--- config.mk ---
export PLATFORM = sky130hd
export DESIGN_NAME = icache
export DESIGN_NICKNAME = d
export VERILOG_FILES = /design/src/hw/sys_pkg.sv /design/src/hw/icache_pkg.sv /design/src/hw/cache_fill_if.sv /design/src/hw/icache_array.sv /design/src/hw/icache_fill_ctrl.sv /design/src/hw/icache.sv
export SDC_FILE = /design/constraint.sdc
export NUM_CORES = 2
export LEC_CHECK = 0
export BUFFER_PORTS_ARGS = -buffer_cell sky130_fd_sc_hd__buf_2
export CAP_MARGIN = 40
export CORE_MARGIN = 2
export CORE_UTILIZATION = 63
export DETAILED_ROUTE_END_ITERATION = 10
export PLACE_DENSITY_LB_ADDON = 0.08
export SYNTH_ARGS = -nofsm -noshare
export SYNTH_HDL_FRONTEND = slang
export SYNTH_SLANG_ARGS = --single-unit
export TNS_END_PERCENT = 1
--- constraint.sdc ---
create_clock -name clock -period 9.3 [get_ports clock]
set_input_delay 0.465 -clock clock [delete_from_list [all_inputs] [get_ports clock]]
set_output_delay 0.465 -clock clock [all_outputs]
set_load 0.02 [all_outputs]
--- src/hw/sys_pkg.sv ---
package sys_pkg;

    // processor address and fetch word widths
    localparam int XLEN         = 32;
    localparam int WORD_BYTES   = 4;
    localparam int MEM_TAG_BITS = 4;

    typedef logic [XLEN-1:0]           addr_t;
    typedef logic [8*WORD_BYTES-1:0]   word_t;
    typedef logic [16*WORD_BYTES-1:0]  dword_t;    // one memory beat
    typedef logic [MEM_TAG_BITS-1:0]   mem_tag_t;

    // zero tag means no acceptance or no data
    localparam mem_tag_t NO_TAG = '0;

    // memory bus command, level driven
    typedef enum logic [1:0] {
        BUS_NONE = 2'd0,
        BUS_LOAD = 2'd1
    } bus_command_t;

endpackage

--- src/hw/icache_pkg.sv ---
package icache_pkg;

    import sys_pkg::*;

    // direct mapped, 32 lines of 8 bytes
    localparam int NUM_LINES    = 32;
    localparam int LINE_BYTES   = 8;
    localparam int OFFSET_BITS  = $clog2(LINE_BYTES);
    localparam int IDX_BITS     = $clog2(NUM_LINES);
    localparam int TAG_BITS     = 8;                    // addr bits above 15 dropped
    localparam int WORD_SEL_BIT = $clog2(WORD_BYTES);   // upper or lower word of a line

    // blocks fetched ahead of the current one
    localparam int PREFETCH_BLOCKS = 1;

    typedef logic [IDX_BITS-1:0] idx_t;
    typedef logic [TAG_BITS-1:0] cache_tag_t;

    typedef enum logic [1:0] {
        FILL_PROBE,
        FILL_REQUEST,
        FILL_WAIT_DATA
    } fill_state_t;

    function automatic addr_t line_base(input addr_t addr);
        return {addr[XLEN-1:OFFSET_BITS], {OFFSET_BITS{1'b0}}};
    endfunction

    function automatic idx_t line_idx(input addr_t addr);
        return addr[OFFSET_BITS +: IDX_BITS];
    endfunction

    function automatic cache_tag_t line_tag(input addr_t addr);
        return addr[OFFSET_BITS + IDX_BITS +: TAG_BITS];
    endfunction

endpackage

--- src/hw/cache_fill_if.sv ---
interface cache_fill_if;

    import sys_pkg::*;
    import icache_pkg::*;

    // probe of the next window block
    idx_t       probe_idx;
    cache_tag_t probe_tag;
    logic       probe_hit;      // combinational from idx and tag

    // whole-line fill, taken at the clock edge
    logic       write_en;
    idx_t       write_idx;
    cache_tag_t write_tag;
    dword_t     write_data;

    modport ctrl (
        output probe_idx, probe_tag,
        input  probe_hit,
        output write_en, write_idx, write_tag, write_data
    );

    modport array (
        input  probe_idx, probe_tag,
        output probe_hit,
        input  write_en, write_idx, write_tag, write_data
    );

endinterface

--- src/hw/icache_array.sv ---
module icache_array (
    input  logic           clock,
    input  logic           reset,
    input  sys_pkg::addr_t fetch_addr,
    output sys_pkg::word_t fetch_data,
    output logic           fetch_hit,
    cache_fill_if.array    fill
);

    import sys_pkg::*;
    import icache_pkg::*;

    logic [NUM_LINES-1:0] line_valid;
    cache_tag_t           line_tags [NUM_LINES];
    dword_t               line_data [NUM_LINES];

    idx_t       fetch_idx;
    cache_tag_t fetch_tag;
    dword_t     fetch_line;

    assign fetch_idx  = line_idx(fetch_addr);
    assign fetch_tag  = line_tag(fetch_addr);
    assign fetch_line = line_data[fetch_idx];

    // fetch lookup, same cycle
    assign fetch_hit  = line_valid[fetch_idx] && (line_tags[fetch_idx] == fetch_tag);
    assign fetch_data = fetch_addr[WORD_SEL_BIT] ? fetch_line[63:32] : fetch_line[31:0];

    // probe lookup for the fill controller
    assign fill.probe_hit = line_valid[fill.probe_idx]
                         && (line_tags[fill.probe_idx] == fill.probe_tag);

    always_ff @(posedge clock) begin
        if (reset) begin
            line_valid <= '0;           // all lines invalid
        end else if (fill.write_en) begin
            line_valid[fill.write_idx] <= 1'b1;
        end
    end

    // tag and data of a filled line
    always_ff @(posedge clock) begin
        if (fill.write_en) begin
            line_tags[fill.write_idx] <= fill.write_tag;
            line_data[fill.write_idx] <= fill.write_data;
        end
    end

    // fill index from the controller must be fully known when used
    write_idx_known: assert property (
        @(posedge clock) disable iff (reset)
        fill.write_en |-> !$isunknown(fill.write_idx)
    );

endmodule

--- src/hw/icache_fill_ctrl.sv ---
module icache_fill_ctrl (
    input  logic                  clock,
    input  logic                  reset,
    input  sys_pkg::addr_t        fetch_addr,
    input  sys_pkg::mem_tag_t     mem_response,
    input  logic                  mem_response_valid,
    input  sys_pkg::mem_tag_t     mem_tag,
    input  sys_pkg::dword_t       mem_data,
    output sys_pkg::bus_command_t mem_command,
    output sys_pkg::addr_t        mem_addr,
    cache_fill_if.ctrl            fill
);

    import sys_pkg::*;
    import icache_pkg::*;

    localparam addr_t LINE_STEP   = addr_t'(LINE_BYTES);
    localparam addr_t WINDOW_SPAN = addr_t'(PREFETCH_BLOCKS * LINE_BYTES);

    fill_state_t state;
    addr_t       last_addr;     // fetch address of the previous cycle
    addr_t       send_addr;     // block being probed or loaded
    mem_tag_t    out_tag;       // outstanding transaction

    addr_t fetch_block;
    addr_t window_end;
    logic  redirect;
    logic  in_window;
    logic  accepted;
    logic  data_back;

    assign fetch_block = line_base(fetch_addr);
    assign window_end  = fetch_block + WINDOW_SPAN;

    // anything but a repeat or the next word is a new fetch path
    assign redirect  = (fetch_addr != last_addr)
                    && (fetch_addr != last_addr + addr_t'(WORD_BYTES));
    assign in_window = (send_addr <= window_end);

    assign accepted  = mem_response_valid && (mem_response != NO_TAG);
    assign data_back = (state == FILL_WAIT_DATA) && (mem_tag == out_tag);

    assign mem_command = (state == FILL_REQUEST) ? BUS_LOAD : BUS_NONE;
    assign mem_addr    = send_addr;

    assign fill.probe_idx = line_idx(send_addr);
    assign fill.probe_tag = line_tag(send_addr);

    // line written on the edge that sees its tag come back
    assign fill.write_en   = data_back && in_window && !redirect;
    assign fill.write_idx  = line_idx(send_addr);
    assign fill.write_tag  = line_tag(send_addr);
    assign fill.write_data = mem_data;

    always_ff @(posedge clock) begin
        if (reset) begin
            state     <= FILL_PROBE;
            last_addr <= '0;
            send_addr <= '0;
            out_tag   <= NO_TAG;
        end else begin
            last_addr <= fetch_addr;
            if (redirect) begin
                // restart window and drop anything in flight
                state     <= FILL_PROBE;
                send_addr <= fetch_block;
                out_tag   <= NO_TAG;
            end else if (in_window) begin
                case (state)
                    FILL_PROBE: begin
                        if (send_addr < fetch_block) begin
                            send_addr <= fetch_block;   // fetch moved past us
                        end else if (fill.probe_hit) begin
                            send_addr <= send_addr + LINE_STEP;
                        end else begin
                            state <= FILL_REQUEST;
                        end
                    end
                    FILL_REQUEST: begin
                        if (accepted) begin     // zero response is back-pressure
                            out_tag <= mem_response;
                            state   <= FILL_WAIT_DATA;
                        end
                    end
                    FILL_WAIT_DATA: begin
                        if (data_back) begin
                            send_addr <= send_addr + LINE_STEP;
                            out_tag   <= NO_TAG;
                            state     <= FILL_PROBE;
                        end
                    end
                    default: state <= FILL_PROBE;
                endcase
            end
        end
    end

    // a load is on the bus only while requesting and only for a line address
    load_only_in_request: assert property (
        @(posedge clock) disable iff (reset)
        (mem_command == BUS_LOAD) |-> (state == FILL_REQUEST)
                                   && (mem_addr == line_base(mem_addr))
    );

    // waiting for data always follows an accepted nonzero tag
    wait_has_tag: assert property (
        @(posedge clock) disable iff (reset)
        (state == FILL_WAIT_DATA) |-> (out_tag != NO_TAG)
    );

endmodule

--- src/hw/icache.sv ---
module icache (
    input  logic                  clock,
    input  logic                  reset,
    input  sys_pkg::addr_t        proc_addr,
    input  sys_pkg::mem_tag_t     mem_response,
    input  logic                  mem_response_valid,
    input  sys_pkg::mem_tag_t     mem_tag,
    input  sys_pkg::dword_t       mem_data,
    output sys_pkg::word_t        proc_data,
    output logic                  proc_valid,
    output sys_pkg::bus_command_t mem_command,
    output sys_pkg::addr_t        mem_addr
);

    cache_fill_if fill_bus ();

    // line storage, fetch answered combinationally
    icache_array array_inst (
        .clock      (clock),
        .reset      (reset),
        .fetch_addr (proc_addr),
        .fetch_data (proc_data),
        .fetch_hit  (proc_valid),
        .fill       (fill_bus.array)
    );

    // prefetch window and memory requests
    icache_fill_ctrl fill_ctrl_inst (
        .clock              (clock),
        .reset              (reset),
        .fetch_addr         (proc_addr),
        .mem_response       (mem_response),
        .mem_response_valid (mem_response_valid),
        .mem_tag            (mem_tag),
        .mem_data           (mem_data),
        .mem_command        (mem_command),
        .mem_addr           (mem_addr),
        .fill               (fill_bus.ctrl)
    );

endmodule

# ---- Yosys cells after proc, flatten, opt, wreduce, memory -nomap -nowiden
# Memories as Yosys holds them, arrays and structs flattened. A register that Yosys moved wholly into a read port is not among the register bits.
# Cells that the tools add are included.
dict set report word_totals {
  in_bits 107
  memories 2
  word_cells 77
  rom_bits 0
  ramBits 2304
  out_inout_bits 67
  latch_bits 0
  regBits 102
}
dict set report op_classes {
  n_eq_ne 14
  bitwise 1
  add_sub_neg 3
  div 0
  shift 0
  n_mul 0
  mux 26
  magnitude_cmp 5
  reduce_logical 20
}
# name depth word_bits rd rd_ports_with_merged_regs wr line
set mem_list {}
lappend mem_list {array_inst.line_data 32 64 1 0 1 icache_array.sv:15} ;# dword_t line_data [NUM_LINES];
lappend mem_list {array_inst.line_tags 32 8 2 1 1 icache_array.sv:14} ;# cache_tag_t line_tags [NUM_LINES];
# op count
set op_table {}
lappend op_table {{$mux W32} 6}
lappend op_table {{$add A32 B4 Y32 const B} 2}
lappend op_table {{$ne A32 B32 Y1} 2}
lappend op_table {{$pmux W32 S2} 1}
lappend op_table {{$add A32 B3 Y32 const B} 1}
lappend op_table {{$le A32 B32 Y1} 1}
lappend op_table {{$lt A32 B32 Y1} 1}
lappend op_table {{$or A32 B32 Y32} 1}
lappend op_table {{$eq A8 B8 Y1} 2}
lappend op_table {{$lt A5 B6 Y1 const B} 2}
lappend op_table {{$reduce_and A4 Y1} 3}
lappend op_table {{$bmux W1 S5} 2}
lappend op_table {{$mux W5} 2}
lappend op_table {{$logic_and A1 B1 Y1} 8}
lappend op_table {{$mux W2} 4}
lappend op_table {{$mux W4} 2}
lappend op_table {{$pmux W4 S2} 1}
lappend op_table {{$mux W1} 6}
lappend op_table {{$pmux W2 S3} 1}
lappend op_table {{$reduce_bool A2 Y1} 3}
lappend op_table {{$demux W1 S5} 1}
lappend op_table {{$ge A5 B1 Y1 const B} 1}
lappend op_table {{$reduce_and A5 Y1} 1}
lappend op_table {{$eq A4 B4 Y1} 1}
lappend op_table {{12 further kinds} 14}

# ---- Longest topological paths before layout
dict set report logic_depth {
  ltp_word 10
  depth_mapped 23
  depth_no_buf 20
}

# ---- Cells and area by module
# Synthesis repeated with hierarchy kept, for this count alone.
dict set report unflattened {
  cells_unflattened 4566
  area_unflattened_um2 98036.5
}
# mod cells_each instances seq_area_each_um2 area_each_um2
set modules_own_cells {}
lappend modules_own_cells {icache_array 3672 1 69827.0 91141.2}
lappend modules_own_cells {icache_fill_ctrl 894 1 1401.3 6895.4}

# ---- Worst setup path after synthesis
# Ideal clock, no wire load.
dict set report synth_path {
  path_kind {input -> register}
  start {in proc_addr[3]}
  end {mem array_inst.line_data[10][0] (netlist name) (enable)}
  stages 17
  path_slack_ns 1.197
  setup_time_ns 0.503
  arrival_ns 7.600
  n_path_buf 6
  required_time_ns 8.797
  cell_sequence {clkbuf_1 buf_2 buf_2 buf_2 buf_1 clkbuf_1 nand4_1 xnor2_1 ha_1 a21o_1 a211oi_1 a21oi_1 o311ai_0 a21oi_1 nor3_2 nand2_1 nor2_1}
}
dict set report synth_between {
  elab_chain_len 6
  elab_cells_between_ends 10
  cone_classes {add/sub (1); order compare (1); eq/ne (2); mux (2); reduce/logical (4)}
}
# item line
set synth_rtl {}
lappend synth_rtl {{start: declaration} icache.sv:4} ;# input sys_pkg::addr_t proc_addr,
lappend synth_rtl {{$add A32 B4 Y32, or another cell as far along} icache_fill_ctrl.sv:33} ;# assign window_end = fetch_block + WINDOW_SPAN;
lappend synth_rtl {{$le A32 B32 Y1 / $logic_and A1 B1 Y1 (equally long branches)} {icache_fill_ctrl.sv:38, icache_fill_ctrl.sv:37}}
lappend synth_rtl {{$logic_and A1 B1 Y1 / $logic_not A1 Y1 (equally long branches)} icache_fill_ctrl.sv:50} ;# assign fill.write_en = data_back && in_window && !redirect;
lappend synth_rtl {{$logic_and A1 B1 Y1 (*)} icache_fill_ctrl.sv:50}
lappend synth_rtl {{$mux W1 (*)} icache_array.sv:43} ;# if (fill.write_en) begin
lappend synth_rtl {{$mux W1 (implied by the code) (*)} icache_array.sv:45} ;# line_data[fill.write_idx] <= fill.write_data;
lappend synth_rtl {{end: declaration} icache_array.sv:15}
# Mark *: on every way between the ends. The rest lies on a longest branch, timed or not.

# ---- Worst setup path in the final report
dict set report layout_path {
  start {in proc_addr[6]}
  end {mem array_inst.line_data[18][17] (netlist name) (enable)}
}
# The elaborated chain is that of the path after synthesis.

==> summary.txt <==
Layout
  – Share of cells above drive strength 1: 21.1%
  – Area of the multi-input gates: 25500 um2
  – FF/Latch Area: 71300 um2
  – Filler Cell Count: 9393
  – Area growth syn-to-layout: 12.2%
  – Nets: 5673

Place
  – Port bufs: 172
  – DP HPWL: 146000 um
  – Placer Congestion: between 0.9 and 1

Synthesis
  – Ys flop type: edfxtp_1
  – Synth unique cells: 76
  – Post-synth top area share: 70.4%
  – Top cells by area, synth: edfxtp_1 70%, mux4_2 11%, mux2i_1 4.9%
  – FF+latch count, synth: approximately 2400
  – Syn Std Cell Area: 98300 um2
  – Yosys warns: 0
  – Post-Syn Nets: 5445
  – Commonest cells in the netlist: 2304 x edfxtp_1, 485 x mux2i_1, 477 x mux4_2
  – Sequential fraction of the synthesis area: between 70% and 80%
  – Post-synth EDFFs: around 2300
  – Mapped Cells: 5271
  – Cell accounting for the most synthesized area: edfxtp_1
  – Count leader, synth: edfxtp_1
  – Asr flop ratio synth: 0%
  – Syn Area/Cell: 18.6 um2

Worst setup path
  – Largest fanout on the critical path: 51
  – Critical setup path kind: in2reg
  – Worst endpoint required time: around 9.8 ns
  – R2R setup slack: 3.31 ns
  – CP most frequent cell: nand2_1
  – WP data arrival: about 7 ns
  – Slowest-stage cell, CP: nor2_4
  – Startpoint types: primary input
  – R2R depth: 13
  – R2R Path End: array_inst.line_data[18][17]$_DFFE_PP_
  – Crit. End Element: flop
  – Worst r2r src: fill_ctrl_inst.last_addr[3]$_SDFF_PP0_
  – Worst stage delay on the critical path: 0.74 ns
  – CP cell instances: buf_8 -> inv_6 -> nor3_1 -> nand3_1 -> nor2_1 -> and4_1 -> and4_1 -> nor2b_1 -> nand3_1 -> xnor2_1 -> ha_1 -> nand2_1 -> nor2_1 -> nand2_1 -> nor4_1 -> and3_1 -> a21oi_1 -> buf_4 -> nor3_2 -> nand2_1 -> nor2_4 -> buf_4

STA
  – Max Clock Freq: 158 MHz
  – Unrepaired setup endpoints after global routing: false
  – Final Skew: about 0.035 ns
  – Setup-failing EPs final: 0
  – Setup TNS Final: 0 ns
  – Final count of hold timing violations: 0
  – Least-Margin Pin Slew: 1.22 ns
  – Min cycle time layout: 6.35 ns
  – Worst hold slack: 0.0448 ns
  – Final worst-path cycle share: 68.3%
  – Worst rel slew slack: 18.8%
  – Fin. max-slew vios: 0

Global routing
  – Aggregate global routing overflow: 0
  – Vias in the first global route: 52700
  – Gr usage total: roughly a third
  – Initial antenna violation count: 10
  – Pin count of the biggest net entering global routing: 127
  – First-pass GRT wire length: between 300000 and 400000 um

Die
  – Initial core utilization: between 60% and 70%
  – Die W: 399 um
  – Die height: 399 um
  – # rows: 144
  – Die area: around 160000 um2
  – # IOs: ~170
  – Core ar.: 154000 um2

CTS
  – CTS tree: done
  – Post_cts resized: 0
  – H-Tree Level Count: 4
  – CTS buffer count: 230
  – Num Clock Sinks: about 2400
  – Clk Tree Root Cell: clkbuf_16
  – Worst skew pair latency: ~0.87 ns
  – Clock Pin Slew Worst Setup and Hold Paths: 0.06 ns
  – CTS Buffer Depth: 3

Detailed routing
  – Drt total wl: about 250000 um
  – Routed vias/inst: approximately 6.9
  – DRC: 0
  – Pre-antenna DRT Iters: 6
  – Drt wl/cell: between 30 and 40 um
  – Initial drt markers: ~6600
  – Final ANT Viol Nets: 0
  – Vias: 53700

Min path
  – Hold Path Class: in2reg
  – Hold Path Cell Cnt: 3
  – Worst Hold End: fill_ctrl_inst.last_addr[9]$_SDFF_PP0_
  – Min-delay src: proc_addr[9]

Pwr
  – Cell area power density: 208 nW/um2
  – Design Power: about 23000 uW
  – Peak VDD IR: 197 uV
  – Leakage Power: 0.0362 uW

Run
  – Max-Cap Viols: 0

Run status
  – Status: finished, final reports clean
## worst max-delay path, delay by kind of cell
| kind | cells | cell delay [ns] |
|---|---|---|
| adders and majority gates | 1 | 0.30 |
| and+or+nand+nor | 15 | 4.13 |
| xor gates and xnor gates | 1 | 0.15 |
| AOI/OAI and AO/OA | 1 | 0.04 |
| buffers and inverters | 4 | 1.65 |
## how the worst max path moves through the flow
stage	from	to	depth (start not counted)
2_1_floorplan	proc_addr[3]	array_inst.line_data[10][0]$_DFFE_PP_	17
3_3_place_gp	proc_addr[6]	array_inst.line_data[8][57]$_DFFE_PP_	20
3_5_place_dp	proc_addr[6]	array_inst.line_data[27][63]$_DFFE_PP_	23
4_1_cts	proc_addr[6]	array_inst.line_data[27][35]$_DFFE_PP_	23
5_1_grt	proc_addr[6]	array_inst.line_data[27][2]$_DFFE_PP_	23
6_report	proc_addr[6]	array_inst.line_data[18][17]$_DFFE_PP_	22
## repair_timing
action / in CTS / in global routing
buffers inserted: 0 / 0
hold buffers: 14 / 0
hold endpoints to repair: 23 / 0
endpoints found under the setup margin: 0 / 0
## metal layers
metal  wire [um]  track usage (%)
met1      101000             47.4
met2      121000             50.1
met3       22900             5.04
met4        7920             10.1
met5          26                0
## layout by cell type, fill, tap and decap left out, drive strengths merged, types with 101 or more instances in the layout
cell type  Yosys  layout
a21oi        245     245
buf          116     295
clkbuf       198     274
clkinv         1     101
dfxtp        107     107
edfxtp      2304    2304
mux2i        485     485
mux4         477     477
nand2        153     153
nor2         182     182
o221ai       218     218
o22ai        105     105
## cells by family after synthesis
logic type               Yosys count  synth area share, %
other                              1              0.00382
multiplexers                     971                 16.0
buffers and inverters            391                 1.57
XOR/XNOR                          92                0.820
AND/OR/NAND/NOR                  605                 3.04
adder cells (fa/ha/maj)           67                0.853
AO/OA/AOI/OAI                    733                 5.14
flip-flops                      2411                 72.6
## registers in the layout, summed over array words and instances (netlist names), named ones only
name	cells
fill_ctrl_inst.out_tag	4
array_inst.line_data	2048
array_inst.line_tags	256
array_inst.line_valid	32
fill_ctrl_inst.state	2
fill_ctrl_inst.last_addr	32
fill_ctrl_inst.mem_addr	29
## area by class of cell
type	count	area share, %
sequential	2411	64.7
multi-input combinational	2469	23.2
clock buffer	274	5.39
tap	2044	2.32
timing repair buffer	310	2.32
clock inverter	163	1.72
inverter	77	0.344
antenna	4	0.00908
## stage by stage
step / std cells / setup WS [ns] / cell area [um2] / util, %
2_1_floorplan: 5271 / 1.20 / 98300 / -
3_3_place_gp: 7271 / 2.10 / 102000 / 65.8
3_5_place_dp: 7297 / 2.12 / 102000 / 66.2
4_1_cts: 7748 / 3.04 / 110000 / 71.4
5_1_grt: 7750 / 2.47 / 110000 / 71.4
6_report: 7752 / 2.95 / 110000 / 71.4
## power by group
part | switching (uW) | total, uW | internal (uW)
Sequential | 28.7 | 11900 | 11900
Clock | 4050 | 9650 | 5600
Combinational | 855 | 1320 | 464
Total | 4930 | 22900 | 18000
Power figures use the tool's default switching activity.
